===== src/hw/bundleSequencer.sv =====
// Bundle sequencer
// Steps warm-up, bundle load, slot select and emit for each bundle,
// and issues the step strobes to the counter, decoder and register file
`timescale 1ns/1ns

module bundleSequencer (
	input  logic clk,
	input  logic rst_i,
	input  logic start,
	input  logic warmDone,
	input  logic lastSlot,
	input  logic lastBundle,
	output logic warmStep,
	output logic loadBundle,
	output logic selSlot,
	output logic rdReg,
	output logic nextSlot,
	output logic nextBundle,
	output logic decValid,
	output logic busy,
	output logic done
);

	localparam logic [2:0] S_WARMUP = 3'd0;
	localparam logic [2:0] S_IDLE = 3'd1;
	localparam logic [2:0] S_LOAD = 3'd2;
	localparam logic [2:0] S_SLOT = 3'd3;
	localparam logic [2:0] S_EMIT = 3'd4;

	logic [2:0] state;

	always_ff @(posedge clk) begin
		if (rst_i) begin
			state <= S_WARMUP;
			decValid <= 1'b0;
			done <= 1'b0;
		end else begin
			// Outputs follow the emit state by one cycle
			decValid <= (state == S_EMIT);
			done <= nextBundle && lastBundle;
			case (state)
				S_WARMUP: if (warmDone) state <= S_IDLE;
				S_IDLE: if (start) state <= S_LOAD;
				S_LOAD: state <= S_SLOT;
				S_SLOT: state <= S_EMIT;
				S_EMIT: begin
					if (!lastSlot)
						state <= S_SLOT;
					else if (lastBundle)
						state <= S_IDLE;
					else
						state <= S_LOAD;
				end
				default: state <= S_IDLE;
			endcase
		end
	end

	// Step strobes, one state each
	assign warmStep = (state == S_WARMUP);
	assign loadBundle = (state == S_LOAD);
	assign selSlot = (state == S_SLOT);
	assign rdReg = (state == S_EMIT);
	assign nextSlot = (state == S_EMIT);
	assign nextBundle = (state == S_EMIT) && lastSlot;

	assign busy = loadBundle || selSlot || rdReg;

endmodule


===== config.mk =====
export PLATFORM = sky130hd
export DESIGN_NAME = bundleSequencer
export DESIGN_NICKNAME = d
export VERILOG_FILES = /design/src/hw/bundleSequencer.sv
export SDC_FILE = /design/constraint.sdc
export NUM_CORES = 1
export LEC_CHECK = 0
export BUFFER_PORTS_ARGS = -buffer_cell sky130_fd_sc_hd__buf_2
export CAP_MARGIN = 0
export CORE_AREA = 2 2 39 41
export DETAILED_ROUTE_END_ITERATION = 10
export DIE_AREA = 0 0 41 43
export GPL_TIMING_DRIVEN = 1
export PLACE_DENSITY = 0.51
export RECOVER_POWER = 25
export REMOVE_ABC_BUFFERS = 1
export SYNTH_ARGS = -nofsm -noshare
export SYNTH_HDL_FRONTEND = slang
export SYNTH_SLANG_ARGS = --single-unit

===== constraint.sdc =====
create_clock -name clk -period 2.8 [get_ports clk]
set_input_delay 0.28 -clock clk [delete_from_list [all_inputs] [get_ports clk]]
set_output_delay 0.28 -clock clk [all_outputs]
set_load 0.03 [all_outputs]

==> results of run 1 <==
[report_power, final]
part | switching, mW | internal [mW]
logic | 0.0233 | 0.0150
clock network | 0.0292 | 0.0539
registers | 0.00486 | 0.0746
[layer usage]
metal  vias to the layer above  GRT usage  share of wire
met5                         -          0              0
met4                         0     0.0400              0
met3                         0     0.0471          0.039
met2                         5      0.122           0.54
met1                       119     0.0581           0.42
li1                        132          -              -
[kinds of logic after synthesis]
group,count (synthesis),synth area share
buffers and inverters,5,0.101
DFF,5,0.385
AOI/OAI and AO/OA,6,0.163
and+or+nand+nor,13,0.351
[cells in the mapped netlist, types with 2 or more instances]
cell type and n:
dfxtp_1 5, inv_1 3, buf_4 2, nand2_1 2, nor2_1 2, nor2b_1 2, nor3b_2 2, o21ai_0 2
[sequential cells by signal (all words and copies together), names as in the netlist]
signal    cells
state         3
decValid      1
done          1
[metrics by stage]
stage | hold slack, ns | instances | area (sq um) | utilization | total power [mW]
global placement | 0.528 | 57 | 335 | 0.242 | 0.120
CTS | 0.263 | 61 | 362 | 0.261 | 0.208
floorplan | 0.345 | 27 | 245 | - | 0.107
finish | 0.272 | 61 | 357 | 0.258 | 0.201
global route | 0.266 | 61 | 357 | 0.258 | 0.215
detailed placement | 0.522 | 57 | 335 | 0.242 | 0.120
[worst paths after layout]
path                                 to  slack (ns)  depth (start not counted)
setup / recovery                   busy        1.30                          3
hold reg to reg     decValid$_SDFF_PP0_        0.63                          2
hold / removal    state[0]$_SDFFE_PP0P_        0.27                          2
setup reg to reg  state[0]$_SDFFE_PP0P_        1.73                          3
[placed cells by master (no fill, tap or decap)]
| cell | count |
|---|---|
| buf_2 | 14 |
| dfxtp_1 | 5 |
| inv_1 | 3 |
| clkbuf_4 | 3 |
| nor3b_1 | 2 |
| nor2_1 | 2 |
| nand2_1 | 2 |
| o21ai_0 | 2 |
| nor2b_1 | 2 |
| nor3b_2 | 1 |
| and3_4 | 1 |
| nor3_1 | 1 |
| nand4b_1 | 1 |
| a31oi_1 | 1 |
| a21oi_1 | 1 |
| or3_1 | 1 |
| a21oi_2 | 1 |
| a211oi_2 | 1 |
| clkbuf_1 | 1 |
[area by class of cell]
class | instances | area, sq um
fill | 163 | 1030
multi-input combinational | 19 | 129
sequential | 5 | 100
timing repair buffer | 14 | 70.1
clock buffer | 4 | 26.3
tap | 16 | 20.0
inverter | 3 | 11.3
[critical path, delay by kind of cell (launching register included)]
| kind | cells | cell delay (ns) |
|---|---|---|
| buffers and inverters | 1 | 0.22 |
| AND/OR/NAND/NOR | 1 | 0.15 |
| flip-flops | 1 | 0.50 |
| AO/OA/AOI/OAI | 1 | 0.11 |
==> qor.tcl, run 1 <==
set qor(max_clock_freq_mhz) 667
set qor(grt-ovfl-total) 0
set qor(vias) 256
set qor(cts_hold_buffers) 0
set qor(worstMarginPinSlew_ns) 0.326
set qor(place_ws_ns) 1.53
set qor(synth_top_area_cell) {dfxtp_1}
set qor(count_of_input_and_output_buffers) 14
set qor(drcViolationCount) 0
set qor(cts_htree_levels) 1
set qor(worst_setup_path_startpoint) {state[2]$_SDFFE_PP0P_}
set qor(pin_count_of_the_biggest_net_entering_global_routing) 10
set qor(firstDrtPassIters) 1
set qor(ant_nets) 0
set qor(yosysSeqAreaShare) 0.385
set qor(crit_slowest_cell) {dfxtp_1}
set qor(grt_antenna_before_repair) 0
set qor(finalSetupViolCount) 0
set qor(yosys_warning_count) 0
set qor(numCtsBuffers) 3
set qor(initial_core_util) 0.188
set qor(clk_pin_slew_worst_paths_ns) 0.04
set qor(worstPathRequired_ns) 2.52
set qor(post_route_cells_drive_above_1_share) 0.467
set qor(synth_cell_type_count) 17
set qor(rsz0062_at_grt) {false}
set qor(synth-edff-count) 0
set qor(replace_congestion) 0.663
set qor(place_hpwl_um) 448
set qor(start_kind) {flip-flop}
set qor(first_global_vias) 222
set qor(worst-path-max-fanout) 9
set qor(placement_rows) 14
set qor(coreArea_sq_mm) 0.00138
set qor(final_hold_viol_count) 0
set qor(worst_hold_startpoint) {rst_i}
set qor(final_critical_path_setup_slack_ns) 1.30
set qor(final_critical_delay_including_setup_and_external_delays_ns) 1.50
set qor(synth.top_cell.area_share) 0.385
set qor(detail_route.vias_per_cell) 4.20
set qor(run_status) {finished clean}
set qor(post_cts_resized) 0
set qor(yosys_most_used_dff) {dfxtp_1}
set qor(global_route_wire_length_before_repair_um) 814
set qor(power.density_mw_per_mm2) 563
set qor(syn_inst) 29
set qor(setup-tns-final_ns) 0
set qor(clock-sinks) 5
set qor(wl_per_cell_um) 9.15
set qor(synth_async_sr_flop_share) 0
set qor(post_cts.repair.setup_buffers) 0
set qor(die_height_um) 43
set qor(routed_wirelength_um) 558
set qor(worstHoldPathType) {primary input to flip-flop}
set qor(netlist_area_sq_um) 260
set qor(reg2reg_from) {state[0]$_SDFFE_PP0P_}
set qor(root_buffer) {clkbuf_4}
set qor(fin_skew_ns) 0.00156
set qor(timing.slew.headroom) 0.783
set qor(critical-path-max-stage-delay_ns) 0.50
set qor(postSynthAreaPerCell_sq_um) 8.97
set qor(num-nets-final) 52
set qor(drt_iter0_markers) 0
set qor(clk_latency_ns) 0.24
set qor(worst_setup_path_end_kind) {output port}
set qor(synth.top_cells.by_area) {dfxtp_1 (38%), nor3b_2 (9.6%), buf_4 (5.8%)}
set qor(final_max_slew_viols) 0
set qor(cts_buffer_depth) 2
set qor(fp.dieW_um) 41
set qor(layout_worst_path_cycle_share) 0.536
set qor(tritoncts) {yes}
set qor(critPathArrivalTime_ns) 1.22
set qor(area_growth_syn_to_layout_pct) 37.0
set qor(crit_type) {flip-flop to output port}
set qor(boundaryPins) 15
set qor(synth.ff_latch_count) 5
set qor(design.die.area_sq_mm) 0.00176
set qor(antennaDiodeCount) 0
set qor(power.static_leakage_nw) 0.176
set qor(peakVddDrop_uv) 190
set qor(drv.max_cap_violation_count) 0
set qor(grt_util_all_layers) 0.0724
set qor(cp_cell_sequence) {nand2_1 -> o21ai_0 -> buf_2}
Power figures use the tool's default switching activity.
==> run 2: changes to the inputs <==
PLACE_DENSITY = 0.52   (was 0.51)
clock period = 1.3 ns   (was 2.8 ns; I/O delays follow)
==> qor.tcl, run 2 (synthesized netlist as in run 1, its figures left out) <==
set qor(run_status) {finished clean}
set qor(timing.slew.headroom) 0.860
set qor(worst_setup_path_end_kind) {output port}
set qor(n_fill_cell) 167
set qor(final_critical_delay_including_setup_and_external_delays_ns) 1.24
set qor(layout.cells.most_common_list) {buf_2 (11), inv_1 (3), clkbuf_4 (3), buf_4 (3), dfxtp_2 (3)}
set qor(die_height_um) 43
set qor(antennaDiodeCount) 0
set qor(dr.max_layer_used) {met4}
set qor(worst_hold_startpoint) {rst_i}
set qor(ant_nets) 0
set qor(combinational_cell_fraction_of_total_power) 0.192
set qor(clock-sinks) 5
set qor(clk_latency_ns) 0.25
set qor(fin_worst_hold_slack_ns) 0.106
set qor(crit_slowest_cell) {dfxtp_2}
set qor(top_register) {state}
set qor(layout_worst_path_cycle_share) 0.953
set qor(cp_cell_sequence) {nor2_1 -> nand2_1 -> inv_1 -> buf_2}
set qor(start_kind) {flip-flop}
set qor(routed_wirelength_um) 583
set qor(cts_buffer_depth) 2
set qor(power.density_mw_per_mm2) 1200
set qor(first_global_vias) 243
set qor(met1_length_um) 229
set qor(largest_register_ffs) 3
set qor(worstMarginPinSlew_ns) 0.207
set qor(detail_route.vias_per_cell) 4.11
set qor(count_of_input_and_output_buffers) 14
set qor(num-nets-final) 52
set qor(crit_type) {flip-flop to output port}
set qor(worstPathRequired_ns) 1.17
set qor(placement_rows) 14
set qor(hold_depth) 2
set qor(share_clk_of_total_power) 0.423
set qor(rsz0062_at_grt) {true}
set qor(design.die.area_sq_mm) 0.00176
set qor(fin_skew_ns) 0.000566
set qor(worstHoldPathType) {primary input to flip-flop}
set qor(peakVddDrop_uv) 235
set qor(final_hold_viol_count) 0
set qor(pin_count_of_the_biggest_net_entering_global_routing) 10
set qor(fp.dieW_um) 41
set qor(tritoncts) {yes}
set qor(global_route_wire_length_before_repair_um) 931
set qor(finalSetupViolCount) 0
set qor(setup.reg_to_reg.worst_slack_ns) 0.26
set qor(critPathArrivalTime_ns) 1.11
set qor(drv.max_cap_violation_count) 0
set qor(power.sequential.fraction) 0.385
set qor(area_growth_syn_to_layout_pct) 43.3
set qor(drcViolationCount) 0
set qor(post_route_cells_drive_above_1_share) 0.556
set qor(grt_util_all_layers) 0.0802
set qor(drt_iter0_markers) 5
set qor(power_switching_share) 0.300
set qor(met3WireLength_um) 30
set qor(numCtsBuffers) 3
set qor(top_regs) {state: 3 flops, decValid: 1 flops, done: 1 flops}
set qor(reg2reg_from) {state[0]$_SDFFE_PP0P_}
set qor(critical-path-max-stage-delay_ns) 0.35
set qor(initial_core_util) 0.188
set qor(total_power_mw) 0.448
set qor(clk_pin_slew_worst_paths_ns) 0.05
set qor(final_max_slew_viols) 0
set qor(cts_htree_levels) 1
set qor(timing.critical_path.buf_inv) 2
set qor(replace_congestion) 0.694
set qor(power.net_switching_mw) 0.134
set qor(crit-reg2reg-capture) {state[0]$_SDFFE_PP0P_}
set qor(coreArea_sq_mm) 0.00138
set qor(wl_met2_um) 308
set qor(cellInternalPower_mw) 0.314
set qor(hold-path-endpoint) {state[0]$_SDFFE_PP0P_}
set qor(layout.cells.most_common) {buf_2}
set qor(path_delay_family) {flip-flops}
set qor(wl_per_cell_um) 9.56
set qor(max_clock_freq_mhz) 807
set qor(root_buffer) {clkbuf_4}
set qor(place_hpwl_um) 438
set qor(power.static_leakage_nw) 0.179
set qor(vias) 251
set qor(worst-path-max-fanout) 8
set qor(grt_antenna_before_repair) 0
set qor(boundaryPins) 15
set qor(grt-ovfl-total) 0
set qor(firstDrtPassIters) 4
set qor(reg2regPathDepth) 3
## run 2: repair_timing
item | CTS | global route
setup endpoints to repair | 5 | 2
pin swaps | 0 | 0
gates cloned | 0 | 0
setup buffers | 0 | 0
gates resized for setup | 5 | 2
hold buffers | 0 | 0
## run 2: final cells by class
cell class	instances	area, sq um	area share
clock buffers	4	26.3	0.0705
inverters	3	11.3	0.0302
multi-input cells	19	134	0.359
flip-flops and latches	5	104	0.279
well taps	16	20.0	0.0537
repair buffers	14	77.6	0.208
## run 2: worst reg2reg max path: stages, from the launching register on
cell and delay, ns:
dfxtp_2 0.35, or3_1 0.38, a21oi_2 0.14, a211oi_2 0.05
## run 2: how the worst max path moves through the flow
stage / startpoint / slack [ns] / cells after the start / to
floorplan: state[1]$_SDFFE_PP0P_ / 0.02 / 2 / busy
global placement: state[2]$_SDFFE_PP0P_ / 0.19 / 3 / busy
detailed placement: state[2]$_SDFFE_PP0P_ / 0.22 / 2 / nextBundle
CTS: state[1]$_SDFFE_PP0P_ / 0.02 / 3 / selSlot
global route: state[0]$_SDFFE_PP0P_ / -0.005 / 4 / busy
finish: state[0]$_SDFFE_PP0P_ / 0.06 / 4 / nextSlot
## run 2: metrics by stage
stage / util / setup TNS (ns) / worst slack [ns] / instances / area [sq um]
after floorplan: - / 0 / 0.0169 / 27 / 245
after global placement: 0.242 / 0 / 0.193 / 57 / 335
after detailed placement: 0.242 / 0 / 0.216 / 57 / 335
after CTS: 0.269 / 0 / 0.0178 / 61 / 372
after global routing: 0.269 / -0.00528 / -0.00488 / 61 / 373
final: 0.269 / 0 / 0.0609 / 61 / 373
## run 2: power by group through the flow
stage               logic [mW]  registers [mW]  clock network (mW)
floorplan               0.0586           0.172                   0
global placement        0.0848           0.174                   0
detailed placement      0.0844           0.174                   0
CTS                     0.0871           0.172               0.197
global route            0.0928           0.174               0.201
finish                  0.0861           0.173               0.189
## run 2: layer usage
metal,vias up,track usage
met4,0,0.100
li1,129,-
met2,6,0.113
met3,2,0
met1,114,0.0929
met5,-,0
