## config.mk

```make
export PLATFORM = sky130hd
export DESIGN_NAME = fetchCounter
export DESIGN_NICKNAME = d
export VERILOG_FILES = /design/src/hw/fetchCounter.sv
export SDC_FILE = /design/constraint.sdc
export NUM_CORES = 1
export LEC_CHECK = 0
export BUFFER_PORTS_ARGS = -buffer_cell sky130_fd_sc_hd__buf_2
export CORE_MARGIN = 2
export CORE_UTILIZATION = 45
export DETAILED_ROUTE_END_ITERATION = 8
export PLACE_DENSITY = 0.77
export SYNTH_ARGS = -nofsm -noshare
export SYNTH_HDL_FRONTEND = slang
export SYNTH_SLANG_ARGS = --single-unit
export TNS_END_PERCENT = 1
```

## constraint.sdc

```tcl
create_clock -name clk -period 3.67 [get_ports clk]
set_input_delay 0.367 -clock clk [delete_from_list [all_inputs] [get_ports clk]]
set_output_delay 0.367 -clock clk [all_outputs]
set_load 0.03 [all_outputs]
```

## src/hw/fetchCounter.sv

```systemverilog
// Fetch counter
// Warm-up timer, bundle pointer, slot index and remaining bundle count
`timescale 1ns/1ns

module fetchCounter #(
	parameter int IMEM_DEPTH = 256
) (
	input  logic clk,
	input  logic rst_i,
	input  logic start,
	input  logic [$clog2(IMEM_DEPTH)-1:0] startAddr,
	input  logic [7:0] numBundles,
	input  logic warmStep,
	input  logic nextSlot,
	input  logic nextBundle,
	output logic [$clog2(IMEM_DEPTH)-1:0] bundleAddr,
	output logic [1:0] slot,
	output logic warmDone,
	output logic lastSlot,
	output logic lastBundle
);

	localparam int AW = $clog2(IMEM_DEPTH);

	logic [2:0] warmTimer;
	logic [7:0] remaining;
	logic active;
	logic ready;

	// Timer parks at 4 once warm-up is over, which marks the idle phase
	assign ready = warmTimer[2] && !active;

	always_ff @(posedge clk) begin
		if (rst_i) begin
			warmTimer <= 3'd0;
			active <= 1'b0;
			slot <= 2'd0;
			remaining <= 8'd0;
			bundleAddr <= '0;
		end else begin
			if (warmStep)
				warmTimer <= warmTimer + 3'd1;
			if (start && ready) begin
				active <= 1'b1;
				bundleAddr <= startAddr;
				remaining <= numBundles;
				slot <= 2'd0;
			end else begin
				if (nextSlot)
					slot <= lastSlot ? 2'd0 : slot + 2'd1;
				if (nextBundle) begin
					// Wrap at the end of bundle memory
					bundleAddr <= (bundleAddr == AW'(IMEM_DEPTH - 1)) ? '0 : bundleAddr + 1'b1;
					remaining <= remaining - 8'd1;
					if (lastBundle)
						active <= 1'b0;
				end
			end
		end
	end

	assign warmDone = (warmTimer == 3'd3);
	assign lastSlot = (slot == 2'd2);
	assign lastBundle = (remaining == 8'd1);

endmodule

```

==> metrics.md, run 1 <==
| Metric | Value |
|---|---|
| Starting density of the core | `47.0%` |
| Number of buffer cells added on primary ports | `34` |
| PostCTS Resize Cnt | `0` |
| Worst IR drop on VDD | `0.000276 V` |
| CTS Buf Count | `3` |
| Async SR Flop Fraction | `0%` |
| Kind of end point of the critical path | `register` |
| Pin count of the biggest net entering global routing | `33` |
| Clock-pin transition on the worst setup and hold timing paths | `0.12 ns` |
| TNS Setup | `0 ns` |
| Total of hold buffers inserted after clock tree synthesis | `0` |
| Num ports | `35` |
| Final hold violation count | `0` |
| Post-synthesis mux area share | `1.73%` |
| Element type at the critical path start | `register` |
| # rows | `18` |
| Area share of and/or/nand/nor cells after synthesis | `26.1%` |
| Gate count after technology mapping | `135` |
| H-tree depth | `1` |
| Compound-cell area share of the yosys netlist | `15.7%` |
| Detailed-routing iteration count for the pre-antenna-repair pass | `4` |
| Biggest area contributors in the synthesized netlist | `sky130_fd_sc_hd__dfxtp_1, sky130_fd_sc_hd__a211oi_1, sky130_fd_sc_hd__nor2_1` |
| Wire length of the first global-routing pass | `3.72 mm` |
| Net count of the mapped netlist | `162` |
| Count of placed standard cells in the final layout, fillers left out | `197` |
| Ys Warns | `0` |
| Worst clock skew | `0.00733 ns` |
| Hold crit path type | `in2reg` |
| Area of the core region | `2450 um^2` |
| Post-synth EDFFs | `0` |
| Portion of synthesized cell area occupied by the leading cell type | `38.1%` |
| Vias per Instance | `5.21` |
| Peak Freq | `504 MHz` |
| Fraction of final layout cells sized beyond drive strength 1 | `24.6%` |
| Met3 global-route usage | `2.46%` |
| Dominant register cell in the synthesized netlist | `sky130_fd_sc_hd__dfxtp_1` |
| RePlAce Congestion | `0.788` |
| Global-route congestion overflow total | `0` |
| Flip-flop and latch count after synthesis | `22` |
| Arrival time at the worst endpoint | `2.17 ns` |
| Top Usage Layer GRT | `met2` |
| Slew @ Worst Pin | `1.12 ns` |
| XOR/XNOR share of the synthesized area | `8.34%` |
| Result of the run | `complete, no violations` |
| Final critical-path required period | `1.98 ns` |
| Vias | `1027` |
| Sequential element share of the synthesized area | `38.1%` |
| Routed wirelength normalized by instance count | `12.2 um` |
| Final Cycle Share | `54.1%` |
| Width of the chip | `54.7 um` |
| Met2 track utilization from global routing | `28.4%` |
| Average cell area after synthesis | `8.55 um^2` |
| Number of sinks handled by clock tree synthesis | `22` |
| Biggest area consumer among synthesized cells | `sky130_fd_sc_hd__dfxtp_1` |
| CP required | `3.86 ns` |
| Total placed cells including tap cells | `193` |
| Total power density per cell area | `409 nW/um^2` |
| Final setup vio count | `0` |
| GR met1 Demand/Resource | `21.9%` |
| DRC Markers | `0` |
| Post CTS Setup Buffer Count | `0` |
| Unrepaired setup endpoints after global routing | `false` |
| Buffer levels on the longest clock path | `2` |
| DP HPWL | `1.75 mm` |
| Violation count after the first detailed-routing iteration | `14` |
| Highest net fanout along the worst path | `32` |
| Antenna violations before repair | `0` |
| Nets@finish | `195` |
| ANT nets after route | `0` |
| Leakage Power | `0.000574 uW` |
| Root Buffer | `sky130_fd_sc_hd__clkbuf_4` |
| Final Slew Violations | `0` |
| Count of unique library cells instantiated by Yosys | `32` |
| Vias in the first global route | `893` |
| Skew-Pair Late Insertion Delay | `0.30 ns` |
| Adder-cell share of the synthesized area | `5.42%` |
| Clock tree from TritonCTS | `yes` |
| Max-Cap Viols | `0` |
| Final WL | `2.40 mm` |
| Die Ht | `54.7 um` |
| Post-synthesis instance area | `1150 um^2` |
| Area enclosed by the die boundary | `2990 um^2` |
| Total global routing track utilization | `17.3%` |
| Antenna fix cells | `0` |
| Count of fill cells added during filler insertion | `243` |
| Classification of the worst setup path | `reg2reg` |
| Area grow syn2layout | `18.2%` |
| Main combinational cell family by area after synthesis | `simple AND/OR/NAND/NOR gates` |
| Max-slew headroom | `25.4%` |
## critical path: stages, from the launching register on
cell and delay, ns:
sky130_fd_sc_hd__dfxtp_1 0.34, sky130_fd_sc_hd__nand3b_1 0.82, sky130_fd_sc_hd__nand2_1 0.32, sky130_fd_sc_hd__nor3_1 0.06, sky130_fd_sc_hd__a2111oi_0 0.33
## routing by layer
| metal | vias up | share of wire (%) |
|---|---|---|
| met3 | 2 | 5.6 |
| met5 | - | 0 |
| met2 | 24 | 48 |
| met4 | 0 | 0.42 |
| li1 | 549 | - |
| met1 | 452 | 45 |
## cell usage in the layout (no fill, tap or decap), types with 3 or more instances in the layout
cell type                  Yosys  routed
sky130_fd_sc_hd__nand2_1       9       9
sky130_fd_sc_hd__xnor2_1       6       6
sky130_fd_sc_hd__inv_1         5       5
sky130_fd_sc_hd__nor2_1       22      22
sky130_fd_sc_hd__dfxtp_1      22      22
sky130_fd_sc_hd__nand3_1       4       4
sky130_fd_sc_hd__clkbuf_4      0       3
sky130_fd_sc_hd__nor3_1        4       4
sky130_fd_sc_hd__xor2_1        5       5
sky130_fd_sc_hd__ha_1          5       5
sky130_fd_sc_hd__a211oi_1     12      12
sky130_fd_sc_hd__a311oi_1      3       3
sky130_fd_sc_hd__nand3b_1      5       5
sky130_fd_sc_hd__buf_2         1      34
sky130_fd_sc_hd__a21oi_1       5       5
## path summary, 6_finish.rpt
path	start	to	slack (ns)	cells after the start
max	active$_SDFFE_PP0P_	bundleAddr[5]$_SDFFE_PP0P_	1.69	4
min	numBundles[1]	remaining[1]$_SDFFE_PP0P_	0.30	3
max reg2reg	active$_SDFFE_PP0P_	bundleAddr[5]$_SDFFE_PP0P_	1.69	4
min reg2reg	active$_SDFFE_PP0P_	active$_SDFFE_PP0P_	0.51	2
## kinds of logic after synthesis
family	after synthesis
adder cells (fa/ha/maj)	5
AND/OR/NAND/NOR	58
flip-flops	22
AO/OA/AOI/OAI	26
XOR/XNOR	11
buffers and inverters	11
multiplexers	2
## per-stage QoR
stage / utilization, % / worst slack, ns / power (uW) / hold slack [ns] / instance area (um^2)
after floorplan: - / 2.05 / 391 / 0.445 / 1150
after global placement: 54.1 / 1.73 / 424 / 0.470 / 1330
after CTS: 55.6 / 1.67 / 564 / 0.291 / 1370
final: 55.6 / 1.69 / 558 / 0.299 / 1370
after detailed placement: 54.1 / 1.62 / 431 / 0.483 / 1330
after global routing: 55.6 / 1.40 / 595 / 0.296 / 1370
## sequential cells by signal, indices dropped and copies added, names as in the netlist
signal      flops
bundleAddr      8
remaining       8
warmTimer       3
slot            2
active          1
## synth_stat cells (3+ instances only)
| cell type | n |
|---|---|
| sky130_fd_sc_hd__nand2_1 | 9 |
| sky130_fd_sc_hd__a211oi_1 | 12 |
| sky130_fd_sc_hd__nor3_1 | 4 |
| sky130_fd_sc_hd__dfxtp_1 | 22 |
| sky130_fd_sc_hd__a21oi_1 | 5 |
| sky130_fd_sc_hd__ha_1 | 5 |
| sky130_fd_sc_hd__nor2_1 | 22 |
| sky130_fd_sc_hd__xnor2_1 | 6 |
| sky130_fd_sc_hd__xor2_1 | 5 |
| sky130_fd_sc_hd__a311oi_1 | 3 |
| sky130_fd_sc_hd__nand3b_1 | 5 |
| sky130_fd_sc_hd__nand3_1 | 4 |
| sky130_fd_sc_hd__inv_1 | 5 |
| sky130_fd_sc_hd__clkbuf_1 | 4 |
## where the power goes
part	leakage, uW	total (uW)	switching [uW]	internal, uW
logic	0.000372	133	73.3	59.6
registers	0.000181	293	28.1	265
clock network	0.0000210	133	72.1	60.5
## final cells by class
cell class / instances / area, um^2 / area share, %
Inverter: 5 / 18.8 / 1.37
Multi-Input combinational cell: 102 / 662 / 48.5
Tap cell: 30 / 37.5 / 2.75
Sequential cell: 22 / 440 / 32.3
Clock buffer: 4 / 36.3 / 2.66
Timing Repair Buffer: 34 / 170 / 12.5
Note: power is estimated with default switching activity, not from simulation.
==> run 2: changes to the inputs <==
clock period = 2 ns   (was 3.67 ns; I/O delays follow)
==> run 2 against run 1 <==
Net effect: combinational power grew 86%; critical path depth stayed put; hold slack worse by 0.18 ns; global-route usage up 0.79 points; sequential share of layout area is 0.32 points lower; register-to-register slack got worse by 1.2 ns; clock skew is 0.0013 ns lower; sequential power grew 85%; via count grew 2.0%; critical path type is now reg2out; highest routed layer unchanged.
==> metrics.md, run 2 (same netlist as run 1, synthesis figures left out) <==
| Metric | Value |
|---|---|
| DP HPWL | `1.82 mm` |
| Violation count after the first detailed-routing iteration | `20` |
| Vias in the first global route | `915` |
| Unrepaired setup endpoints after global routing | `false` |
| Final Cycle Share | `87.4%` |
| Area of the core region | `2450 um^2` |
| RePlAce Congestion | `0.785` |
| Starting density of the core | `47.0%` |
| Vias | `1048` |
| Leading registers by flop count | `bundleAddr (8), remaining (8), warmTimer (3)` |
| Clock-pin transition on the worst setup and hold timing paths | `0.12 ns` |
| Result of the run | `complete, no violations` |
| Worst reg2reg startpoint | `bundleAddr[3]$_SDFFE_PP0P_` |
| Number of buffer cells added on primary ports | `34` |
| Element type at the critical path start | `register` |
| Number of sinks handled by clock tree synthesis | `22` |
| Die Ht | `54.7 um` |
| Arrival time at the worst endpoint | `1.55 ns` |
| Worst Setup SP | `remaining[3]$_SDFFE_PP0P_` |
| ANT nets after route | `0` |
| Kind of end point of the critical path | `output pin` |
| Antenna violations before repair | `0` |
| Wire length of the first global-routing pass | `3.90 mm` |
| Area grow syn2layout | `19.4%` |
| Final setup slack of the worst path | `0.253 ns` |
| Nets@finish | `196` |
| Total power density per cell area | `752 nW/um^2` |
| DRC Markers | `0` |
| Max-slew headroom | `72.4%` |
| Final hold violation count | `0` |
| Clock tree from TritonCTS | `yes` |
| Buffer levels on the longest clock path | `2` |
| Num ports | `35` |
| Global-route congestion overflow total | `0` |
| Root Buffer | `sky130_fd_sc_hd__clkbuf_4` |
| Vias per Instance | `5.29` |
| Hold crit path type | `in2reg` |
| Fraction of final layout cells sized beyond drive strength 1 | `25.6%` |
| CTS Buf Count | `3` |
| Final setup vio count | `0` |
| Leakage Power | `0.000579 uW` |
| Worst IR drop on VDD | `0.000482 V` |
| Most frequent cells in the layout | `sky130_fd_sc_hd__buf_2, sky130_fd_sc_hd__nor2_1, sky130_fd_sc_hd__dfxtp_1` |
| Worst clock skew | `0.00599 ns` |
| TNS Setup | `0 ns` |
| Skew-Pair Late Insertion Delay | `0.31 ns` |
| Slew @ Worst Pin | `0.414 ns` |
| Classification of the worst setup path | `reg2out` |
| Most common cell after layout, fill and taps aside | `sky130_fd_sc_hd__buf_2` |
| Final WL | `2.50 mm` |
| Total global routing track utilization | `18.1%` |
| Routed wirelength normalized by instance count | `12.6 um` |
| CP required | `1.80 ns` |
| Pin count of the biggest net entering global routing | `23` |
| Final Slew Violations | `0` |
| Detailed-routing iteration count for the pre-antenna-repair pass | `4` |
| # rows | `18` |
| Place WS | `0.529 ns` |
| Highest net fanout along the worst path | `5` |
| Peak Freq | `572 MHz` |
| H-tree depth | `1` |
| Width of the chip | `54.7 um` |
| Final critical-path required period | `1.75 ns` |
| Worst Min Path Start | `numBundles[1]` |
| Max-Cap Viols | `0` |
| Antenna fix cells | `0` |
| Area enclosed by the die boundary | `2990 um^2` |
-- run 2: cell types whose count changed in the layout (fill, tap and decap cells not counted) --
| cell | change |
|---|---|
| sky130_fd_sc_hd__buf_4 | +1 |
| sky130_fd_sc_hd__nor4_2 | +1 |
| sky130_fd_sc_hd__nor4_1 | -1 |
-- run 2: through the flow --
step | cell area (um^2) | hold WS [ns] | power, uW | cells | util, %
final | 1380 | 0.124 | 1040 | 198 | 56.2
after global routing | 1380 | 0.130 | 1090 | 198 | 56.2
after CTS | 1370 | 0.119 | 1040 | 198 | 55.9
after detailed placement | 1340 | 0.458 | 789 | 194 | 54.4
after global placement | 1340 | 0.444 | 781 | 194 | 54.4
after floorplan | 1150 | 0.278 | 718 | 135 | -
-- run 2: worst paths after layout --
kind	to	slack (ns)	depth (start not counted)
worst max register to register	bundleAddr[7]$_SDFFE_PP0P_	0.49	4
worst max-delay path	lastBundle	0.25	4
worst min-delay path	remaining[1]$_SDFFE_PP0P_	0.12	3
worst min register to register	active$_SDFFE_PP0P_	0.50	2
-- run 2: layout make-up --
type	instances	area, um^2
inverter	5	18.8
clock buffer	4	36.3
sequential	22	440
fill	222	1080
multi-input combinational	102	668
timing repair buffer	35	178
tap	30	37.5
-- run 2: where the power goes --
part           switching, uW  internal [uW]
Combinational            135            112
Sequential              55.5            486
Clock                    137            111
-- run 2: layer usage --
metal | wire [um] | global-route usage [%]
met4 | 14 | 5.42
met3 | 126 | 5.74
met5 | 0 | 0
met1 | 1160 | 21.7
met2 | 1200 | 30.4
-- run 2: critical path, stage by stage (launching register included) --
cell	delay, ns
sky130_fd_sc_hd__dfxtp_1	0.38
sky130_fd_sc_hd__nor4_2	0.38
sky130_fd_sc_hd__nand3b_1	0.15
sky130_fd_sc_hd__nor2_1	0.12
sky130_fd_sc_hd__buf_2	0.21
-- run 2: what timing repair did --
action,4_1_cts,5_1_grt
gates resized for setup,0,1
endpoints found under the setup margin,0,1
hold buffers,0,0
buffers inserted,0,0
