File: src/hw/bundlePkg.sv
// Bundle front end shared definitions
// Widths, execution unit codes, instruction type codes and the syllable layout
package bundlePkg;

	// ==================================================
	// Widths
	// ==================================================
	localparam int SYL_W = 41;
	localparam int BUNDLE_W = 128;
	localparam int REG_W = 80;
	localparam int RADDR_W = 7;
	localparam int QP_W = 6;

	// Bundle layout: template in the top 5 bits, slot 0 in the low syllable

	// ==================================================
	// Execution unit codes
	// ==================================================
	typedef logic [2:0] unitCode;
	localparam unitCode UNIT_M = 3'd0;
	localparam unitCode UNIT_I = 3'd1;
	localparam unitCode UNIT_F = 3'd2;
	localparam unitCode UNIT_B = 3'd3;
	localparam unitCode UNIT_NONE = 3'd7;

	// ==================================================
	// Coarse instruction types
	// ==================================================
	typedef logic [4:0] itype;
	localparam itype IT_MEMMGNT = 5'd0;
	localparam itype IT_INTLDREG = 5'd1;
	localparam itype IT_INTLDSTIMM = 5'd2;
	localparam itype IT_FPLDSTREG = 5'd3;
	localparam itype IT_FPLDSTIMM = 5'd4;
	localparam itype IT_ALU = 5'd5;
	localparam itype IT_ADD = 5'd6;
	localparam itype IT_CMP = 5'd7;
	localparam itype IT_MISC = 5'd8;
	localparam itype IT_DEPOSIT = 5'd9;
	localparam itype IT_SHIFT = 5'd10;
	localparam itype IT_MOVL = 5'd11;
	localparam itype IT_MPY = 5'd12;
	localparam itype IT_FPMISC = 5'd13;
	localparam itype IT_FPCMP = 5'd14;
	localparam itype IT_FPCLASS = 5'd15;
	localparam itype IT_FPFMA = 5'd16;
	localparam itype IT_FPFMS = 5'd17;
	localparam itype IT_FPFNMA = 5'd18;
	localparam itype IT_SELECT = 5'd19;
	localparam itype IT_INDBRANCH = 5'd20;
	localparam itype IT_INDCALL = 5'd21;
	localparam itype IT_NOP = 5'd22;
	localparam itype IT_RELBRANCH = 5'd23;
	localparam itype IT_RELCALL = 5'd24;
	localparam itype IT_UNIMP = 5'd31;

	// One syllable seen as a register op or as a memory op
	typedef union packed {
		struct packed {
			logic [3:0] major;
			logic [9:0] upper;
			logic [RADDR_W-1:0] r3;
			logic [RADDR_W-1:0] r2;
			logic [RADDR_W-1:0] r1;
			logic [QP_W-1:0] qp;
		} regView;
		struct packed {
			logic [3:0] major;
			logic m;
			logic [5:0] x6;
			logic [1:0] hint;
			logic x;
			logic [26:0] rest;
		} memView;
	} syllable_u;

endpackage
File: src/hw/syllableDecoder.sv
// Syllable decoder
// Latches the template and one syllable, then finds the target unit,
// the coarse instruction type and whether it is a floating-point load
`timescale 1ns/1ns

module syllableDecoder #(
	parameter int IMEM_DEPTH = 256
) (
	input  logic clk,
	input  logic rst_i,
	input  logic [bundlePkg::BUNDLE_W-1:0] bundle,
	input  logic [1:0] slot,
	input  logic selSlot,
	input  logic [$clog2(IMEM_DEPTH)-1:0] addrIn,
	output bundlePkg::unitCode unit,
	output bundlePkg::itype itype,
	output logic fpLoad,
	output logic [bundlePkg::QP_W-1:0] qp,
	output logic [bundlePkg::RADDR_W-1:0] r1,
	output logic [bundlePkg::RADDR_W-1:0] r2,
	output logic [bundlePkg::RADDR_W-1:0] r3,
	output logic [$clog2(IMEM_DEPTH)-1:0] addrOut,
	output logic [1:0] slotOut
);

	import bundlePkg::*;

	logic [4:0] tmpl;
	logic [SYL_W-1:0] slotBits;
	syllable_u syl;
	unitCode u0;
	unitCode u1;
	unitCode u2;
	logic [5:0] x6;
	logic baseRange;
	logic pairRange;
	logic fpRange;

	// ==================================================
	// Slot extraction and latch
	// ==================================================
	always_comb begin
		case (slot)
			2'd0: slotBits = bundle[SYL_W-1:0];
			2'd1: slotBits = bundle[2*SYL_W-1:SYL_W];
			default: slotBits = bundle[3*SYL_W-1:2*SYL_W];
		endcase
	end

	always_ff @(posedge clk) begin
		if (rst_i) begin
			tmpl <= 5'h00;
			slotOut <= 2'd0;
		end else if (selSlot) begin
			tmpl <= bundle[BUNDLE_W-1 -: 5];
			slotOut <= slot;
		end
	end

	always_ff @(posedge clk) begin
		if (selSlot) begin
			syl <= slotBits;
			addrOut <= addrIn;
		end
	end

	// ==================================================
	// Template to unit table
	// ==================================================
	always_comb begin
		{u0, u1, u2} = {UNIT_NONE, UNIT_NONE, UNIT_NONE};
		case (tmpl)
			5'h0A, 5'h0B: {u0, u1, u2} = {UNIT_M, UNIT_M, UNIT_I};
			5'h0C, 5'h0D: {u0, u1, u2} = {UNIT_M, UNIT_F, UNIT_I};
			5'h0E, 5'h0F: {u0, u1, u2} = {UNIT_M, UNIT_M, UNIT_F};
			5'h10, 5'h11: {u0, u1, u2} = {UNIT_M, UNIT_I, UNIT_B};
			5'h12, 5'h13: {u0, u1, u2} = {UNIT_M, UNIT_B, UNIT_B};
			5'h16, 5'h17: {u0, u1, u2} = {UNIT_B, UNIT_B, UNIT_B};
			5'h18, 5'h19: {u0, u1, u2} = {UNIT_M, UNIT_M, UNIT_B};
			5'h1C, 5'h1D: {u0, u1, u2} = {UNIT_M, UNIT_F, UNIT_B};
			default: {u0, u1, u2} = {UNIT_NONE, UNIT_NONE, UNIT_NONE};
		endcase
		case (slotOut)
			2'd0: unit = u0;
			2'd1: unit = u1;
			2'd2: unit = u2;
			default: unit = UNIT_NONE;
		endcase
	end

	// ==================================================
	// Type from major opcode
	// ==================================================
	always_comb begin
		itype = IT_UNIMP;
		case (unit)
			UNIT_M: begin
				case (syl.regView.major)
					4'h0, 4'h1: itype = IT_MEMMGNT;
					4'h4: itype = IT_INTLDREG;
					4'h5: itype = IT_INTLDSTIMM;
					4'h6: itype = IT_FPLDSTREG;
					4'h7: itype = IT_FPLDSTIMM;
					4'h8: itype = IT_ALU;
					4'h9: itype = IT_ADD;
					4'hC, 4'hD, 4'hE: itype = IT_CMP;
					default: itype = IT_UNIMP;
				endcase
			end
			UNIT_I: begin
				case (syl.regView.major)
					4'h0: itype = IT_MISC;
					4'h4: itype = IT_DEPOSIT;
					4'h5: itype = IT_SHIFT;
					4'h6: itype = IT_MOVL;
					4'h7: itype = IT_MPY;
					4'h8: itype = IT_ALU;
					4'h9: itype = IT_ADD;
					4'hC, 4'hD, 4'hE: itype = IT_CMP;
					default: itype = IT_UNIMP;
				endcase
			end
			UNIT_F: begin
				case (syl.regView.major)
					4'h0, 4'h1: itype = IT_FPMISC;
					4'h4: itype = IT_FPCMP;
					4'h5: itype = IT_FPCLASS;
					4'h8, 4'h9: itype = IT_FPFMA;
					4'hA, 4'hB: itype = IT_FPFMS;
					4'hC, 4'hD: itype = IT_FPFNMA;
					4'hE: itype = IT_SELECT;
					default: itype = IT_UNIMP;
				endcase
			end
			UNIT_B: begin
				case (syl.regView.major)
					4'h0: itype = IT_INDBRANCH;
					4'h1: itype = IT_INDCALL;
					4'h2: itype = IT_NOP;
					4'h4: itype = IT_RELBRANCH;
					4'h5: itype = IT_RELCALL;
					default: itype = IT_UNIMP;
				endcase
			end
			default: itype = IT_UNIMP;
		endcase
	end

	// ==================================================
	// FP load detect, memory view
	// ==================================================
	assign x6 = syl.memView.x6;
	assign baseRange = (x6 <= 6'h0F) || (x6 == 6'h1B) || (x6 inside {[6'h20:6'h27]});
	// Paired forms skip every fourth x6 code
	assign pairRange = ((x6 <= 6'h0F) || (x6 inside {[6'h20:6'h27]})) && (x6[1:0] != 2'b00);

	always_comb begin
		case ({syl.memView.m, syl.memView.x})
			2'b00: fpRange = baseRange;
			2'b01: fpRange = pairRange || (x6 inside {[6'h1C:6'h1F]});
			2'b10: fpRange = baseRange || (x6 inside {[6'h2C:6'h2F]});
			default: fpRange = pairRange;
		endcase
	end

	assign fpLoad = (unit == UNIT_M) && (syl.memView.major == 4'h6) && fpRange;

	// Register fields pass straight through
	assign qp = syl.regView.qp;
	assign r1 = syl.regView.r1;
	assign r2 = syl.regView.r2;
	assign r3 = syl.regView.r3;

endmodule

File: config.mk
export PLATFORM = sky130hd
export DESIGN_NAME = syllableDecoder
export DESIGN_NICKNAME = d
export VERILOG_FILES = /design/src/hw/bundlePkg.sv /design/src/hw/syllableDecoder.sv
export SDC_FILE = /design/constraint.sdc
export NUM_CORES = 1
export LEC_CHECK = 0
export ABC_AREA = 1
export BUFFER_PORTS_ARGS = -buffer_cell sky130_fd_sc_hd__buf_4
export CAP_MARGIN = 0
export CORE_ASPECT_RATIO = 0.75
export CORE_UTILIZATION = 40
export DETAILED_ROUTE_END_ITERATION = 6
export PLACE_DENSITY = 0.73
export REMOVE_ABC_BUFFERS = 1
export SLEW_MARGIN = 10
export SYNTH_ARGS = -nofsm -noshare
export SYNTH_HDL_FRONTEND = slang
export SYNTH_SLANG_ARGS = --single-unit
File: constraint.sdc
create_clock -name clk -period 1.43 [get_ports clk]
set_clock_uncertainty 0.05 [all_clocks]
set_input_delay 0.286 -clock clk [delete_from_list [all_inputs] [get_ports clk]]
set_output_delay 0.286 -clock clk [all_outputs]
set_load 0.05 [all_outputs]
==> results of run 1 <==
[synth_stat cells, drive strengths merged]
cell type and n:
a211oi 1, a21oi 7, a22oi 12, buf 31, clkbuf 9, dfxtp 25, edfxtp 47, ha 6
inv 41, nand2 161, nand3 44, nand4 5, nor2 35, nor3 3, nor4 1, o211ai 2
o21ai 20, or2 3
[repair_timing]
action / in CTS / in global routing
setup endpoints to repair: 18 / 24
buffers inserted: 7 / 2
gates resized for setup: 79 / 45
hold endpoints to repair: 0 / 0
cloned: 1 / 0
pin swaps: 13 / 17
hold buffers: 0 / 0
[metal layers]
metal,part of all wire,global-route usage
met4,0.024,0.0874
met1,0.39,0.270
met2,0.50,0.432
met3,0.086,0.0601
met5,0,0
[cells by family after synthesis]
group | after synthesis | synth area share
AND/OR/NAND/NOR | 252 | 0.288
buffers and inverters | 81 | 0.113
flip-flops | 72 | 0.510
AO/OA/AOI/OAI | 42 | 0.0700
adder cells (fa/ha/maj) | 6 | 0.0200
[area by class of cell]
| class | instances | area (um^2) |
|---|---|---|
| Clock buffer | 11 | 264 |
| Multi-Input combinational cell | 300 | 1720 |
| Sequential cell | 72 | 1920 |
| Tap cell | 128 | 160 |
| Inverter | 41 | 164 |
| Clock inverter | 5 | 51.3 |
| Fill cell | 735 | 3000 |
| Timing Repair Buffer | 230 | 1810 |
[through the flow]
step | area, um^2 | instances | worst slack [ps]
finish | 6090 | 787 | -673
global route | 6090 | 787 | -762
CTS | 5940 | 786 | -565
detailed placement | 5320 | 763 | -380
global placement | 5320 | 763 | -322
floorplan | 3480 | 413 | -1070
[worst max-delay path, cell delays in order (launching register included)]
cell and delay [ps]:
dfxtp_4 380, nor2_4 110, nand2_2 70, nand2_4 110, inv_4 60, nand2_4 90, nand3_4 130, nor2_4 140
nor2_1 60, nand2_1 120, buf_6 190
[path summary, 6_finish.rpt]
kind	startpoint	to	slack [ps]	depth (start not counted)
worst max-delay path	slotOut[0]	itype[0]	-670	10
worst min-delay path	addrIn[0]	addrOut[0]	80	1
worst max register to register	syl[37]	flip-flop	-60	10
worst min register to register	tmpl[4]	tmpl[4]	490	2
[power breakdown]
part / switching (mW) / total, mW / internal [mW] / leakage, nW
clock network: 0.838 / 2.33 / 1.50 / 0.161
logic: 1.24 / 2.10 / 0.859 / 2.11
registers: 0.0938 / 2.55 / 2.46 / 0.668
total: 2.17 / 6.99 / 4.81 / 2.94
==> results.sh, run 1 <==
export IMPL_wire_per_inst_um=14.9
export IMPL_final_common_cell="buf_4"
export IMPL_min_path_type="input port to flip-flop"
export IMPL_postRouteAntennaNets=0
export IMPL_endpoint_kind="primary output"
export IMPL_status="complete, but fails checks"
export IMPL_relSlewSlack=0.675
export IMPL_drt_total_wl_mm=11.7
export IMPL_ioPinCount=187
export IMPL_yosysUniqueCellTypes=31
export IMPL_yosysTopAreaCell="edfxtp_1"
export IMPL_ys_top_cells_by_area="edfxtp_1 38%, nand2_1 16%, dfxtp_1 13%, nand3_1 5.7%, buf_4 5.4%"
export IMPL_syn_inst=453
export IMPL_yosys_warnings=0
export IMPL_violations="negative setup slack"
export IMPL_fin_ws_ps=-673
export IMPL_dp_hpwl_mm=8.16
export IMPL_post_route_util=0.670
export IMPL_drv_slew=0
export IMPL_holdWs_ps=84.1
export IMPL_required_ps=1090
export IMPL_power_density_mw_per_mm2=1150
export IMPL_start_kind="flip-flop"
export IMPL_num_rows=30
export IMPL_tritoncts="done"
export IMPL_htreeDepth=3
export IMPL_period_share=1.47
export IMPL_grt_pass1_wl_mm=17.9
export IMPL_clk_path_buf_depth=2
export IMPL_die_area_mm2=0.00978
export IMPL_die_y_um=85.9
export IMPL_start_util=0.413
export IMPL_cts_root_buf="clkbuf_16"
export IMPL_die_w_um=114
export IMPL_drive_gt1_frac=0.496
export IMPL_core_mm2=0.00908
export IMPL_cts_sinks=72
export IMPL_synth_seq_area_share=0.510
export IMPL_initialDrtViolationCount=237
export IMPL_rsz0062_at_grt="true"
export IMPL_area_growth_pct=62.3
export IMPL_final_hold_viol_count=0
export IMPL_finalCriticalPeriod_ps=2100
export IMPL_yosysTopAreaCellShare=0.376
export IMPL_ys_seq_elements=72
export IMPL_fin_setup_tns_ps=-4710
export IMPL_clk_latency_ps=320
export IMPL_grt_pass1_vias=3783
export IMPL_report_power_total_mw=6.99
export IMPL_irDropWorstVdd_mv=0.647
export IMPL_fmax_ghz=0.476
export IMPL_grt_max_degree=39
export IMPL_critPathArrivalTime_ps=1770
export IMPL_syn_area_mm2=0.00375
export IMPL_gp_congestion=0.934
export IMPL_dr_pass1_iters=5
export IMPL_setup_violations=16
export IMPL_via_per_inst=4.89
export IMPL_diodes=0
export IMPL_portBuffers=179
export IMPL_worst_slew_pin_slew_ps=488
export IMPL_final_cell_mix="210 x buf_4, 138 x nand2_1, 47 x edfxtp_1"
export IMPL_grtUsageTotal=0.237
export IMPL_cts_buffers=9
export IMPL_overflow=0
export IMPL_p_leak_nw=2.94
export IMPL_drc=0
export IMPL_nNetsFinal=801
export IMPL_path_class="flip-flop to primary output"
export IMPL_drv_cap=0
export IMPL_synth_area_per_cell_um2=8.28
export IMPL_clk_pin_slew_ps=60
export IMPL_num_vias=3848
export IMPL_cp_max_fo=6
export IMPL_antenna_found_initial=0
(Power assumes the default switching activity.)
==> inputs of run 2 (changes only) <==
--- a/config.mk
+++ b/config.mk
@@ -6,12 +6,13 @@
 export NUM_CORES = 1
 export LEC_CHECK = 0
 export ABC_AREA = 1
+export ABC_CLOCK_PERIOD_IN_PS = 2200
 export BUFFER_PORTS_ARGS = -buffer_cell sky130_fd_sc_hd__buf_4
 export CAP_MARGIN = 0
 export CORE_ASPECT_RATIO = 0.75
 export CORE_UTILIZATION = 40
 export DETAILED_ROUTE_END_ITERATION = 6
-export PLACE_DENSITY = 0.73
+export PLACE_DENSITY = 0.7
 export REMOVE_ABC_BUFFERS = 1
 export SLEW_MARGIN = 10
 export SYNTH_ARGS = -nofsm -noshare
==> constraint.sdc (replaced) <==
create_clock -name clk -period 2.2 [get_ports clk]
set_clock_uncertainty 0.05 [all_clocks]
set_input_delay 0.44 -clock clk [delete_from_list [all_inputs] [get_ports clk]]
set_output_delay 0.44 -clock clk [all_outputs]
set_load 0.05 [all_outputs]
==> results.sh, run 2 (synthesis gave the netlist of run 1 again) <==
export IMPL_status="completed"
export IMPL_crit_family="simple AND/OR/NAND/NOR gates"
export IMPL_drt_total_wl_mm=10.2
export IMPL_pre_cts_ws_ps=125
export IMPL_fmax_ghz=0.457
export IMPL_regToRegSetupSlack_ps=660
export IMPL_clk_path_buf_depth=2
export IMPL_min_to="addrOut[6]"
export IMPL_rsz0062_at_grt="true"
export IMPL_clk_pin_slew_ps=60
export IMPL_p_leak_nw=2.67
export IMPL_drive_gt1_frac=0.407
export IMPL_drc=0
export IMPL_multi_input_area_mm2=0.00156
export IMPL_via_per_inst=4.73
export IMPL_antenna_found_initial=0
export IMPL_fillCellCount=787
export IMPL_irDropWorstVdd_mv=0.470
export IMPL_postCtsHoldBufs=0
export IMPL_num_vias=3541
export IMPL_stdcell_count=749
export IMPL_drv_slew=0
export IMPL_cp_max_fo=7
export IMPL_final_area_mm2=0.00556
export IMPL_grt_max_degree=39
export IMPL_grt_pass1_vias=3417
export IMPL_dp_hpwl_mm=7.66
export IMPL_final_cell_mix="183 x buf_4, 152 x nand2_1, 47 x edfxtp_1"
export IMPL_grt_pass1_wl_mm=15.7
export IMPL_postRouteAntennaNets=0
export IMPL_slowest_delay_ps=380
export IMPL_dpl_cell_area_mm2=0.00504
export IMPL_worst_slew_pin_slew_ps=491
export IMPL_drv_cap=0
export IMPL_cp_common_cell="nand2_1"
export IMPL_clk_latency_ps=330
export IMPL_hold_depth=1
export IMPL_die_area_mm2=0.00978
export IMPL_nNetsFinal=763
export IMPL_wire_per_inst_um=13.6
export IMPL_path_class="flip-flop to primary output"
export IMPL_grtUsageTotal=0.211
export IMPL_gp_congestion=0.827
export IMPL_required_ps=1710
export IMPL_tritoncts="done"
export IMPL_slowest_stage="dfxtp_4"
export IMPL_final_hold_viol_count=0
export IMPL_htreeDepth=3
export IMPL_fin_ws_ps=11.0
export IMPL_critPathArrivalTime_ps=1700
export IMPL_hp_start="addrIn[6]"
export IMPL_setup_violations=0
export IMPL_rr_startpoint="syl[37]"
export IMPL_min_path_type="input port to flip-flop"
export IMPL_start_util=0.413
export IMPL_diodes=0
export IMPL_fin_setup_tns_ps=0
export IMPL_relSlewSlack=0.673
export IMPL_finalCriticalPeriod_ps=2190
export IMPL_dr_pass1_iters=4
export IMPL_cts_sinks=72
export IMPL_cts_root_buf="clkbuf_16"
export IMPL_endpoint_kind="primary output"
export IMPL_power_density_mw_per_mm2=747
export IMPL_regArea_mm2=0.00192
export IMPL_period_share=0.995
export IMPL_die_y_um=85.9
export IMPL_start_kind="flip-flop"
export IMPL_worstRegToRegCells=9
export IMPL_cts_buffers=9
export IMPL_post_route_util=0.612
export IMPL_ioPinCount=187
export IMPL_die_w_um=114
export IMPL_final_common_cell="buf_4"
export IMPL_cp_cell_sequence="nor2_1, nand2_1, nand2_4, nor2_4, nand2_1, o21ai_0, nor2_1, nand2_1, buf_6"
export IMPL_core_mm2=0.00908
export IMPL_place_inst=727
export IMPL_area_growth_pct=48.1
export IMPL_initialDrtViolationCount=119
export IMPL_portBuffers=179
export IMPL_num_rows=30
export IMPL_overflow=0
export IMPL_worst_path_buf_inv=1
run 2: cell types whose count changed in the layout (fill, tap and decap cells not counted), sizes merged:
cell / delta
clkinvlp: +1
buf: -38
bufinv: -1
run 2: report_power, final:
part	internal, mW	leakage, nW	total [mW]	switching, mW
sequential	1.60	0.668	1.65	0.0565
clock	0.820	0.139	1.35	0.532
combinational	0.439	1.87	1.15	0.709
total	2.86	2.67	4.15	1.30
run 2: layer usage:
| metal | part of all wire | track usage |
|---|---|---|
| met1 | 0.42 | 0.245 |
| met2 | 0.49 | 0.376 |
| met3 | 0.074 | 0.0728 |
| met4 | 0.011 | 0.0531 |
| met5 | 0 | 0 |
run 2: how the worst max path moves through the flow:
stage / startpoint / endpoint / slack, ps / cells past startpoint
2_1_floorplan: slotOut[1] / itype[2] / -460 / 8
3_3_place_gp: slotOut[1] / itype[4] / 180 / 9
3_5_place_dp: slotOut[1] / itype[4] / 120 / 9
4_1_cts: syl[40] / itype[3] / 10 / 8
5_1_grt: slotOut[0] / itype[1] / -100 / 9
6_report: slotOut[0] / itype[1] / 10 / 9
run 2: final cells by class:
cell class | instances | share of cell area
clock buffer | 11 | 0.0455
clock inverter | 5 | 0.00540
inverter | 41 | 0.0277
multi-input combinational | 300 | 0.281
sequential | 72 | 0.345
tap | 128 | 0.0288
timing repair buffer | 192 | 0.266
run 2: timing repair:
action / CTS / global route
buffers inserted: 2 / 3
gates cloned: 0 / 1
gates resized for setup: 16 / 37
pin swaps: 3 / 10
endpoints found under the setup margin: 5 / 6
run 2: per-stage QoR:
| stage | power, mW | hold WS, ps |
|---|---|---|
| 2_1_floorplan | 2.27 | 441 |
| 3_3_place_gp | 2.70 | 460 |
| 3_5_place_dp | 2.72 | 468 |
| 4_1_cts | 4.12 | 224 |
| 5_1_grt | 4.35 | 221 |
| 6_report | 4.15 | 237 |
run 2: worst reg2reg max path, stage by stage, from the launching register on:
cell	delay, ps
edfxtp_1	440
inv_1	130
nand2_1	70
nand2_1	120
inv_1	70
ha_1	180
nand2_1	140
nand2_1	110
nand2_1	70
nand2_1	60
==> inputs of run 3 (changes only) <==
--- a/config.mk
+++ b/config.mk
@@ -6,14 +6,13 @@
 export NUM_CORES = 1
 export LEC_CHECK = 0
 export ABC_AREA = 1
-export ABC_CLOCK_PERIOD_IN_PS = 2200
+export ABC_CLOCK_PERIOD_IN_PS = 2500
 export BUFFER_PORTS_ARGS = -buffer_cell sky130_fd_sc_hd__buf_4
 export CAP_MARGIN = 0
 export CORE_ASPECT_RATIO = 0.75
 export CORE_UTILIZATION = 40
 export DETAILED_ROUTE_END_ITERATION = 6
 export PLACE_DENSITY = 0.7
-export REMOVE_ABC_BUFFERS = 1
 export SLEW_MARGIN = 10
 export SYNTH_ARGS = -nofsm -noshare
 export SYNTH_HDL_FRONTEND = slang
==> constraint.sdc (replaced) <==
create_clock -name clk -period 2.5 [get_ports clk]
set_clock_uncertainty 0.05 [all_clocks]
set_input_delay 0.5 -clock clk [delete_from_list [all_inputs] [get_ports clk]]
set_output_delay 0.5 -clock clk [all_outputs]
set_load 0.05 [all_outputs]
==> results.sh, run 3 (synthesis gave the netlist of run 1 again) <==
export IMPL_die_w_um=114
export IMPL_grtUsageTotal=0.217
export IMPL_min_path_type="input port to flip-flop"
export IMPL_area_growth_pct=43.5
export IMPL_startpoint="slotOut[1]"
export IMPL_cts_sinks=72
export IMPL_start_kind="flip-flop"
export IMPL_diodes=0
export IMPL_setup_violations=0
export IMPL_cts_buffers=9
export IMPL_drv_slew=0
export IMPL_irDropWorstVdd_mv=0.442
export IMPL_status="completed"
export IMPL_period_share=0.932
export IMPL_gp_congestion=0.908
export IMPL_worst_slew_pin_slew_ps=570
export IMPL_die_area_mm2=0.00978
export IMPL_grt_pass1_vias=3395
export IMPL_clk_path_buf_depth=2
export IMPL_power_density_mw_per_mm2=698
export IMPL_pre_cts_ws_ps=441
export IMPL_rr_startpoint="syl[37]"
export IMPL_endpoint="itype[4]"
export IMPL_fin_setup_tns_ps=0
export IMPL_postRouteAntennaNets=0
export IMPL_drv_cap=0
export IMPL_stdcell_count=743
export IMPL_p_leak_nw=2.63
export IMPL_nNetsFinal=757
export IMPL_worstRegToRegCells=9
export IMPL_die_y_um=85.9
export IMPL_dp_hpwl_mm=7.69
export IMPL_overflow=0
export IMPL_final_common_cell="buf_4"
export IMPL_fmax_ghz=0.429
export IMPL_fin_ws_ps=171
export IMPL_syn_num_nets=600
export IMPL_tritoncts="done"
export IMPL_endpoint_kind="primary output"
export IMPL_regToRegSetupSlack_ps=990
export IMPL_place_inst=727
export IMPL_path_class="flip-flop to primary output"
export IMPL_num_vias=3532
export IMPL_wire_per_inst_um=13.5
export IMPL_initialDrtViolationCount=210
export IMPL_postCtsHoldBufs=0
export IMPL_dr_pass1_iters=5
export IMPL_required_ps=1950
export IMPL_drt_total_wl_mm=10.0
export IMPL_cts_root_buf="clkbuf_16"
export IMPL_finalCriticalPeriod_ps=2330
export IMPL_cp_max_fo=7
export IMPL_drive_gt1_frac=0.361
export IMPL_start_util=0.413
export IMPL_ioPinCount=187
export IMPL_clk_latency_ps=330
export IMPL_clk_pin_slew_ps=60
export IMPL_drc=0
export IMPL_grt_pass1_wl_mm=16.0
export IMPL_critPathArrivalTime_ps=1780
export IMPL_via_per_inst=4.75
export IMPL_rsz0062_at_grt="false"
export IMPL_final_hold_viol_count=0
export IMPL_htreeDepth=3
export IMPL_core_mm2=0.00908
export IMPL_portBuffers=179
export IMPL_relSlewSlack=0.620
export IMPL_final_cell_mix="186 x buf_4, 155 x nand2_1, 47 x edfxtp_1"
export IMPL_num_rows=30
export IMPL_grt_max_degree=45
export IMPL_antenna_found_initial=0
run 3: cell types whose count changed in the layout (fill, tap and decap cells not counted), sizes merged:
cell	before	now
buf	192	186
bufinv	0	2
clkbuf	11	12
clkinv	3	2
clkinvlp	1	0
inv	42	41
run 3: how the worst min path moves through the flow:
| stage | start | endpoint | slack [ps] | depth (start not counted) |
|---|---|---|---|---|
| 2_1_floorplan | tmpl[1] | tmpl[1] | 440 | 2 |
| 3_3_place_gp | tmpl[1] | tmpl[1] | 460 | 2 |
| 3_5_place_dp | tmpl[1] | tmpl[1] | 470 | 2 |
| 4_1_cts | addrIn[5] | addrOut[5] | 280 | 1 |
| 5_1_grt | addrIn[7] | addrOut[7] | 280 | 1 |
| 6_report | addrIn[5] | addrOut[5] | 290 | 1 |
run 3: worst max-delay path, cell delays in order (launching register included):
cell	delay [ps]
dfxtp_2	380
inv_1	70
nand3_1	60
nand2_1	110
nor2_4	190
nand2_1	110
o21ai_1	200
inv_1	60
nand3_1	70
buf_4	200
run 3: where the power goes:
part	internal, mW	switching, mW
Clock	0.921	0.459
Sequential	1.41	0.0452
Combinational	0.343	0.581
Total	2.67	1.09
run 3: area by class of cell:
cell class	count	area, um^2
sequential	72	1910
tap	128	160
clock inverter	4	67.6
timing repair buffer	186	1400
inverter	41	154
fill	813	3700
clock buffer	12	256
multi-input combinational	300	1440
run 3: metrics by stage:
step	utilization	power (mW)	cell area (um^2)	hold slack (ps)
global placement	0.556	2.38	5050	459
floorplan	-	2.07	3760	441
finish	0.593	3.76	5380	292
global route	0.593	3.93	5380	275
CTS	0.592	3.79	5380	279
detailed placement	0.556	2.40	5050	475
run 3: layer usage:
metal	GRT usage	up-vias	share of wire
met2	0.370	133	0.48
met5	0	-	0
li1	-	1769	-
met1	0.261	1614	0.42
met3	0.0721	16	0.078
met4	0.0661	0	0.016
run 3: timing repair:
item | in CTS | in global routing
gates resized for setup | 0 | 5
setup buffers | 0 | 0
setup endpoints to repair | 0 | 4
